## src/hw/core_pkg.sv

```systemverilog
package core_pkg;

    ////////////////////////////////////////
    // Basic word types
    typedef logic [31:0] word_t;
    typedef logic [31:0] addr_t;
    typedef logic [4:0]  reg_idx_t;

    localparam addr_t RESET_PC = 32'h0000_0000;

    // Major opcode field values
    localparam logic [6:0] OPC_OP     = 7'h33;
    localparam logic [6:0] OPC_OP_IMM = 7'h13;
    localparam logic [6:0] OPC_LUI    = 7'h37;
    localparam logic [6:0] OPC_BRANCH = 7'h63;

    // Decoded operation
    typedef enum logic [3:0] {
        OP_ADD,
        OP_SUB,
        OP_AND,
        OP_OR,
        OP_XOR,
        OP_SLT,
        OP_ADDI,
        OP_LUI,
        OP_BEQ,
        OP_BNE,
        OP_ILLEGAL
    } op_t;

    ////////////////////////////////////////
    // Stage and unit records
    typedef struct packed {
        logic  valid;
        addr_t addr;
    } imem_req_t;

    typedef struct packed {
        logic  valid;
        addr_t pc;
        word_t instr;
    } fetch_packet_t;

    // operand2 is rs2 or the immediate, already selected
    typedef struct packed {
        op_t   op;
        word_t rs1;
        word_t operand2;
    } alu_inputs_t;

    typedef struct packed {
        op_t   op;
        addr_t pc;
        word_t rs1;
        word_t rs2;
        word_t imm;
    } branch_inputs_t;

    typedef struct packed {
        logic  taken;
        addr_t target;
    } branch_result_t;

    typedef struct packed {
        logic     we;
        reg_idx_t rd;
        word_t    data;
    } rf_write_t;

    // One record per retired instruction
    typedef struct packed {
        logic     valid;
        addr_t    pc;
        word_t    instr;
        reg_idx_t rd;
        word_t    rd_data;
        logic     wrote_rd;
        logic     branch_taken;
        logic     illegal;
    } trace_t;

endpackage

```

## src/hw/alu_unit.sv

```systemverilog
`timescale 1ns/1ps

module alu_unit (
    input  core_pkg::alu_inputs_t alu_inputs,
    output core_pkg::word_t       alu_result
);
    import core_pkg::*;

    word_t sum;
    word_t diff;
    logic  less_than;

    assign sum       = alu_inputs.rs1 + alu_inputs.operand2;
    assign diff      = alu_inputs.rs1 - alu_inputs.operand2;
    assign less_than = $signed(alu_inputs.rs1) < $signed(alu_inputs.operand2);

    // Result select by op
    always_comb begin
        case (alu_inputs.op)
            OP_ADD,
            OP_ADDI: alu_result = sum;
            OP_SUB:  alu_result = diff;
            OP_AND:  alu_result = alu_inputs.rs1 & alu_inputs.operand2;
            OP_OR:   alu_result = alu_inputs.rs1 | alu_inputs.operand2;
            OP_XOR:  alu_result = alu_inputs.rs1 ^ alu_inputs.operand2;
            OP_SLT:  alu_result = {31'b0, less_than};
            // U-immediate already shifted in decode
            OP_LUI:  alu_result = alu_inputs.operand2;
            default: alu_result = '0;
        endcase
    end

endmodule

```

## src/hw/branch_unit.sv

```systemverilog
`timescale 1ns/1ps

module branch_unit (
    input  core_pkg::branch_inputs_t branch_inputs,
    output core_pkg::branch_result_t br_result_raw
);
    import core_pkg::*;

    logic equal;

    assign equal = (branch_inputs.rs1 == branch_inputs.rs2);

    // Target formed for every op and used only when taken
    assign br_result_raw.target = branch_inputs.pc + branch_inputs.imm;

    always_comb begin
        case (branch_inputs.op)
            OP_BEQ:  br_result_raw.taken = equal;
            OP_BNE:  br_result_raw.taken = ~equal;
            default: br_result_raw.taken = 1'b0;
        endcase
    end

endmodule

```

## src/hw/core.sv

```systemverilog
`timescale 1ns/1ps

module core (
    input  logic               clk,
    input  logic               rst_n,
    input  core_pkg::word_t    imem_rdata,
    output core_pkg::imem_req_t imem_req,
    output core_pkg::trace_t   trace
);
    import core_pkg::*;

    fetch_packet_t  fetch_pkt;
    branch_result_t br_result;
    branch_result_t br_result_raw;

    reg_idx_t       rs1_idx;
    reg_idx_t       rs2_idx;
    word_t          rs1_data;
    word_t          rs2_data;

    alu_inputs_t    alu_inputs;
    word_t          alu_result;
    branch_inputs_t branch_inputs;

    rf_write_t      rf_wb;
    trace_t         retire;

    ////////////////////////////////////////
    // Fetch
    fetch fetch_block (.*);

    ////////////////////////////////////////
    // Decode, issue and writeback
    decode decode_block (.*);
    register_file register_file_block (.*);

    ////////////////////////////////////////
    // Execution units
    alu_unit alu_unit_block (.*);
    branch_unit branch_unit_block (.*);

    ////////////////////////////////////////
    // Trace output
    always_ff @(posedge clk or negedge rst_n) begin
        if (!rst_n) begin
            trace <= '0;
        end else begin
            trace <= retire;
        end
    end

    // The squashed fall-through leaves one empty slot after a taken branch
    branch_bubble_a: assert property (@(posedge clk) disable iff (!rst_n)
        trace.valid && trace.branch_taken |-> !retire.valid)
        else $error("instruction retired right after taken branch at pc %h", trace.pc);

endmodule

```

## src/hw/decode.sv

```systemverilog
`timescale 1ns/1ps

module decode (
    input  logic                      clk,
    input  logic                      rst_n,
    input  core_pkg::fetch_packet_t   fetch_pkt,
    input  core_pkg::word_t           rs1_data,
    input  core_pkg::word_t           rs2_data,
    input  core_pkg::word_t           alu_result,
    input  core_pkg::branch_result_t  br_result_raw,
    output core_pkg::reg_idx_t        rs1_idx,
    output core_pkg::reg_idx_t        rs2_idx,
    output core_pkg::alu_inputs_t     alu_inputs,
    output core_pkg::branch_inputs_t  branch_inputs,
    output core_pkg::branch_result_t  br_result,
    output core_pkg::rf_write_t       rf_wb,
    output core_pkg::trace_t          retire
);
    import core_pkg::*;

    logic [6:0] opcode;
    logic [2:0] funct3;
    logic [6:0] funct7;
    reg_idx_t   rd;
    word_t      imm_i;
    word_t      imm_u;
    word_t      imm_b;
    op_t        op;
    logic       is_branch;
    logic       writes_rd;

    ////////////////////////////////////////
    // Field extraction
    assign opcode  = fetch_pkt.instr[6:0];
    assign rd      = fetch_pkt.instr[11:7];
    assign funct3  = fetch_pkt.instr[14:12];
    assign rs1_idx = fetch_pkt.instr[19:15];
    assign rs2_idx = fetch_pkt.instr[24:20];
    assign funct7  = fetch_pkt.instr[31:25];

    assign imm_i = {{20{fetch_pkt.instr[31]}}, fetch_pkt.instr[31:20]};
    assign imm_u = {fetch_pkt.instr[31:12], 12'b0};
    assign imm_b = {{19{fetch_pkt.instr[31]}}, fetch_pkt.instr[31], fetch_pkt.instr[7],
                    fetch_pkt.instr[30:25], fetch_pkt.instr[11:8], 1'b0};

    // Opcode, funct3 and funct7 to op
    always_comb begin
        op = OP_ILLEGAL;
        case (opcode)
            OPC_OP: begin
                if (funct7 == 7'h00) begin
                    case (funct3)
                        3'b000:  op = OP_ADD;
                        3'b010:  op = OP_SLT;
                        3'b100:  op = OP_XOR;
                        3'b110:  op = OP_OR;
                        3'b111:  op = OP_AND;
                        default: op = OP_ILLEGAL;
                    endcase
                end else if (funct7 == 7'h20 && funct3 == 3'b000) begin
                    op = OP_SUB;
                end
            end
            OPC_OP_IMM: if (funct3 == 3'b000) op = OP_ADDI;
            OPC_LUI:    op = OP_LUI;
            OPC_BRANCH: begin
                if (funct3 == 3'b000) op = OP_BEQ;
                else if (funct3 == 3'b001) op = OP_BNE;
            end
            default:    op = OP_ILLEGAL;
        endcase
    end

    assign is_branch = (op == OP_BEQ) || (op == OP_BNE);
    assign writes_rd = !is_branch && (op != OP_ILLEGAL);

    ////////////////////////////////////////
    // Issue to units
    assign alu_inputs.op       = op;
    assign alu_inputs.rs1      = rs1_data;
    assign alu_inputs.operand2 = (op == OP_ADDI) ? imm_i :
                                 (op == OP_LUI)  ? imm_u : rs2_data;

    assign branch_inputs.op  = op;
    assign branch_inputs.pc  = fetch_pkt.pc;
    assign branch_inputs.rs1 = rs1_data;
    assign branch_inputs.rs2 = rs2_data;
    assign branch_inputs.imm = imm_b;

    // Only a live branch may redirect fetch
    assign br_result.taken  = br_result_raw.taken & fetch_pkt.valid & is_branch;
    assign br_result.target = br_result_raw.target;

    ////////////////////////////////////////
    // Writeback and retire
    assign rf_wb.we   = fetch_pkt.valid & writes_rd & (rd != 5'd0);
    assign rf_wb.rd   = rd;
    assign rf_wb.data = alu_result;

    always_comb begin
        retire.valid        = fetch_pkt.valid;
        retire.pc           = fetch_pkt.pc;
        retire.instr        = fetch_pkt.instr;
        retire.rd           = rd;
        retire.rd_data      = rf_wb.we ? alu_result : '0;
        retire.wrote_rd     = rf_wb.we;
        retire.branch_taken = br_result.taken;
        retire.illegal      = fetch_pkt.valid & (op == OP_ILLEGAL);
    end

    branch_no_write_a: assert property (@(posedge clk) disable iff (!rst_n)
        !(br_result_raw.taken && rf_wb.we))
        else $error("taken branch with register write at pc %h", fetch_pkt.pc);

endmodule

```

## src/hw/fetch.sv

```systemverilog
`timescale 1ns/1ps

module fetch (
    input  logic                     clk,
    input  logic                     rst_n,
    input  core_pkg::branch_result_t br_result,
    input  core_pkg::word_t          imem_rdata,
    output core_pkg::imem_req_t      imem_req,
    output core_pkg::fetch_packet_t  fetch_pkt
);
    import core_pkg::*;

    addr_t pc;
    addr_t pc_next;
    addr_t inflight_addr;
    logic  run;
    logic  inflight_valid;
    logic  squash;

    ////////////////////////////////////////
    // Program counter
    assign pc_next = br_result.taken ? br_result.target : pc + 32'd4;

    always_ff @(posedge clk or negedge rst_n) begin
        if (!rst_n) begin
            run            <= 1'b0;
            pc             <= RESET_PC;
            inflight_valid <= 1'b0;
            squash         <= 1'b0;
        end else begin
            run <= 1'b1;
            if (run) begin
                pc <= pc_next;
            end
            inflight_valid <= run;
            // Fall-through response lands next cycle
            squash         <= br_result.taken;
        end
    end

    // Address of the word coming back from memory
    always_ff @(posedge clk) begin
        inflight_addr <= pc;
    end

    ////////////////////////////////////////
    // Memory request and returned packet
    assign imem_req.valid = run;
    assign imem_req.addr  = pc;

    assign fetch_pkt.valid = inflight_valid & ~squash;
    assign fetch_pkt.pc    = inflight_addr;
    assign fetch_pkt.instr = imem_rdata;

    // Branch targets must keep the PC on a word boundary
    pc_aligned_a: assert property (@(posedge clk) disable iff (!rst_n)
        pc[1:0] == 2'b00)
        else $error("fetch PC not word aligned: %h", pc);

endmodule

```

## src/hw/register_file.sv

```systemverilog
`timescale 1ns/1ps

module register_file (
    input  logic                clk,
    input  logic                rst_n,
    input  core_pkg::reg_idx_t  rs1_idx,
    input  core_pkg::reg_idx_t  rs2_idx,
    input  core_pkg::rf_write_t rf_wb,
    output core_pkg::word_t     rs1_data,
    output core_pkg::word_t     rs2_data
);
    import core_pkg::*;

    // Storage for x1 to x31 only
    word_t regs [1:31];

    always_ff @(posedge clk or negedge rst_n) begin
        if (!rst_n) begin
            for (int i = 1; i < 32; i++) begin
                regs[i] <= '0;
            end
        end else if (rf_wb.we && rf_wb.rd != 5'd0) begin
            regs[rf_wb.rd] <= rf_wb.data;
        end
    end

    ////////////////////////////////////////
    // Combinational read ports
    assign rs1_data = (rs1_idx == 5'd0) ? '0 : regs[rs1_idx];
    assign rs2_data = (rs2_idx == 5'd0) ? '0 : regs[rs2_idx];

endmodule

```

## config.mk

```make
export PLATFORM = sky130hd
export DESIGN_NAME = core
export DESIGN_NICKNAME = d
export VERILOG_FILES = /design/src/hw/core_pkg.sv /design/src/hw/alu_unit.sv /design/src/hw/branch_unit.sv /design/src/hw/core.sv /design/src/hw/decode.sv /design/src/hw/fetch.sv /design/src/hw/register_file.sv
export SDC_FILE = /design/constraint.sdc
export NUM_CORES = 2
export LEC_CHECK = 0
export BUFFER_PORTS_ARGS = -buffer_cell sky130_fd_sc_hd__buf_2
export CAP_MARGIN = 20
export CELL_PAD_IN_SITES_DETAIL_PLACEMENT = 1
export CELL_PAD_IN_SITES_GLOBAL_PLACEMENT = 1
export CORE_ASPECT_RATIO = 2
export CORE_UTILIZATION = 23
export CTS_CLUSTER_SIZE = 28
export DETAILED_ROUTE_END_ITERATION = 6
export GPL_TIMING_DRIVEN = 0
export PLACE_DENSITY = 0.4
export SLEW_MARGIN = 20
export SYNTH_ARGS = -nofsm -noshare
export SYNTH_HDL_FRONTEND = slang
export SYNTH_SLANG_ARGS = --single-unit
```

## constraint.sdc

```tcl
create_clock -name clk -period 7.4 [get_ports clk]
set_clock_uncertainty 0.05 [all_clocks]
set_input_delay 1.48 -clock clk [delete_from_list [all_inputs] [get_ports clk]]
set_output_delay 1.48 -clock clk [all_outputs]
set_load 0.02 [all_outputs]
```

==> flow_metrics.py <==
metrics = {
    "synthesis": {
        "synth.net_count": 6336,
        "synthCells": 6167,
        "yosysTopAreaCell": "dfrtp_1",
        "yosys_register_bits": 1158,
        "yosysWarnings": 0,
        "synth_top_area_share": 0.440,
        "synth.distinct_cells": 95,
        "netlist_area_mm2": 0.0640,
        "syn_area_per_cell_um2": 10.4,
        "synthArstFlopShare": 0.972,
        "synth.area.top_cells": "dfrtp_1 (44%), mux4_2 (16%), o21ai_0 (7.9%)",
        "synth_edf_count": 0,
        "synth_ff_type": "dfrtp_1",
        "ys_seq_area_frac": 0.450,
    },
    "die": {
        "dieArea_mm2": 0.281,
        "die_x_um": 375,
        "floorplan.initialDensity": 0.231,
        "core_mm2": 0.277,
        "pin_count": 172,
        "rows": 273,
        "fp.dieH_um": 748,
    },
    "run_status": {
        "status": "finished, violations left",
        "violations": "negative setup slack",
    },
    "final_layout": {
        "mostFrequentLayoutCell": "nand2_1",
        "register_area_mm2": 0.0288,
        "area_growth_syn_to_layout_pct": 25.5,
        "final_cell_mix": "nand2_1 (1134), dfrtp_1 (1126), o21ai_0 (998)",
        "drive_above_1_share": 0.249,
        "layout.nets": 6864,
        "multi_input_area_mm2": 0.0337,
        "fillCellCount": 30800,
        "fin_area_mm2": 0.0803,
    },
    "power": {
        "power_switching_share": 0.320,
        "p_leak_uw": 0.0333,
        "power_frac_seq": 0.389,
        "finalPower_uw": 16600,
        "power_switching_uw": 5310,
        "p_per_area_mw_per_mm2": 207,
        "max-vdd-ir-drop_uv": 186,
        "internal-power_uw": 11300,
        "power_frac_comb": 0.163,
        "pwr-share-clk": 0.448,
    },
    "cts": {
        "cts-root-buf": "clkbuf_16",
        "cts.path.max_buffers": 4,
        "worstSkewPairLatency_ns": 0.90,
        "numCtsBuffers": 142,
        "clk_pin_slew_ns": 0.06,
        "cts_sinks": 1158,
        "hold_buffers": 0,
        "cts_max_level": 4,
        "cts_tree": "built",
    },
    "detailed_routing": {
        "drt_iter0_markers": 4957,
        "via_per_inst": 5.72,
        "routed_wl_mm": 488,
        "wl_per_cell_um": 46.9,
        "vias": 59500,
        "drc_errors": 0,
        "ant_nets": 0,
        "first_pass_iters": 5,
    },
    "setup_path": {
        "path_buf_inv": 9,
        "crit_slowest_cell": "clkbuf_2",
        "worstSetupPathType": "in2reg",
        "critPathRequiredTime_ns": 8.06,
        "cp_top_family": "buffers and inverters",
        "r2r_cells": 21,
        "cp_max_fo": 12,
        "endpoint_kind": "flop",
        "r2r_slack_ns": 1.01,
        "path_cells": "buf_2 > or2_2 > buf_1 > clkbuf_2 > a211oi_2 > or4_4 > inv_1 > ha_1 > nor2b_1 > o21a_1 > o21ai_0 > a21oi_2 > o21bai_4 > a311oi_4 > buf_6 > or3_4 > o211ai_1 > a222oi_1 > buf_4 > buf_6 > buf_4 > clkbuf_8 > o21ai_0",
        "critPathMaxStageDelay_ns": 0.83,
        "startpoint_type": "input port",
        "crit_cells": 23,
        "reg2reg_to": "register_file_block.regs[500]",
        "rr_startpoint": "register_file_block.regs[11]",
        "critical_path_arrival_ns": 8.17,
    },
    "global_route": {
        "antenna_found_initial": 31,
        "grt_pass1_vias": 61300,
        "grt_pass1_wl_mm": 631,
        "grt_max_degree": 124,
        "grt_usage": 0.345,
        "grt_overflow": 0,
    },
    "min_path": {
        "min-delay-path-class": "reg2reg",
        "hold_start": "fetch_block.inflight_addr[0]",
        "whs_path_depth": 0,
        "min_to": "trace[72]",
    },
    "timing": {
        "setup_viol": 73,
        "fmax_mhz": 133,
        "fin_crit_ns": 7.51,
        "finalCritPeriodShare": 1.01,
        "rsz0062_at_grt": "yes",
        "fin_ws_ns": -0.108,
        "slew_violations": 0,
        "tightestPinTransition_ns": 1.34,
        "setup_tns_ns": -3.05,
        "hold_viol": 0,
        "relSlewSlack": 0.106,
    },
    "placed_design": {
        "placed_cell_area_mm2": 0.0720,
        "port_buffers": 171,
        "gp_congestion": 1.00,
        "dp_hpwl_mm": 379,
    },
    "job": {
        "cap_violations": 0,
    },
}
cells in the mapped netlist, drive strengths merged, types with 13 or more instances:
cell type,instances
nand2,1140
dfrtp,1126
o21ai,1014
mux4,457
clkbuf,383
nor2,310
a21oi,199
buf,154
mux2i,133
ha,132
inv,131
mux2,92
a221oi,72
nor3,55
nand3,52
a22oi,47
o22ai,39
xnor2,39
o211ai,33
dfxtp,32
and3,31
a21o,30
a31oi,28
o21a,28
nor2b,26
o2bb2ai,26
a211oi,22
o21bai,22
nand2b,19
xor2,19
or3,18
and2,17
o31ai,16
a22o,15
nand4,14
nor4,14
o22a,13
o32ai,13
routing by layer:
layer  routed length [um]  vias up  part of all wire  GRT usage
met3                28300     1569             0.058     0.0723
met2               244000     2964              0.50      0.600
met5                  159        -           0.00033          0
li1                     -    23500                 -          -
met4                66800       20              0.14      0.387
met1               149000    31400              0.30      0.316
cell families after synthesis:
logic type | Yosys count | synth area share
simple gates | 1749 | 0.114
compound gates | 1715 | 0.158
flops | 1158 | 0.450
mux | 682 | 0.198
buf+inv | 669 | 0.0455
fa+ha+maj | 135 | 0.0267
xor+xnor | 58 | 0.00794
other cells | 1 | 0.0000586
per-stage QoR:
step           instances   util  hold WS [ns]  setup slack (ns)
6_report           10400  0.290         0.294            -0.108
5_1_grt            10400  0.290         0.305           -0.0433
4_1_cts            10300  0.287         0.292           0.00171
3_5_place_dp       10000  0.260         0.289             -6.23
3_3_place_gp        9913  0.251         0.284            -23.77
2_1_floorplan       6167      -         0.278           0.00603
repair_timing:
item	in CTS	in global routing
gates resized for setup	545	116
endpoints found under the setup margin	1057	520
hold endpoints to repair	0	0
gates cloned	1	1
pin swaps	29	19
setup buffers	62	49
sequential cells by signal (all words and copies together) (netlist names):
| name | count |
|---|---|
| fetch_block.squash | 1 |
| fetch_block.inflight_valid | 1 |
| fetch_block.run | 1 |
| trace | 99 |
| fetch_block.pc | 32 |
| register_file_block.regs | 992 |
| fetch_block.inflight_addr | 32 |
worst max-delay path by stage:
stage / slack, ns / to / startpoint
2_1_floorplan: 0.006 / register_file_block.regs[157] / imem_rdata[13]
3_3_place_gp: -23.77 / trace[26] / rst_n
3_5_place_dp: -6.23 / register_file_block.regs[221] / imem_rdata[31]
4_1_cts: 0.002 / register_file_block.regs[829] / imem_rdata[15]
5_1_grt: -0.04 / register_file_block.regs[573] / imem_rdata[20]
6_report: -0.11 / register_file_block.regs[500] / imem_rdata[19]
layout make-up:
class                   instances  share of cell area
multi-input cells            4340               0.419
flip-flops and latches       1158               0.359
well taps                    3575              0.0557
repair buffers                405              0.0522
clock buffers                 201              0.0516
plain buffers                 516              0.0497
inverters                     132             0.00629
clock inverters                37             0.00514
diodes                         35             0.00109
power by group through the flow:
stage | Combinational [uW] | Sequential [uW] | Clock, uW
after floorplan | 915 | 6610 | 0
after global placement | 2240 | 6590 | 0
after detailed placement | 2370 | 6580 | 0
after CTS | 2580 | 6460 | 7550
after global routing | 2730 | 6470 | 7720
final | 2710 | 6460 | 7440
Note: power is estimated with default switching activity, not from simulation.
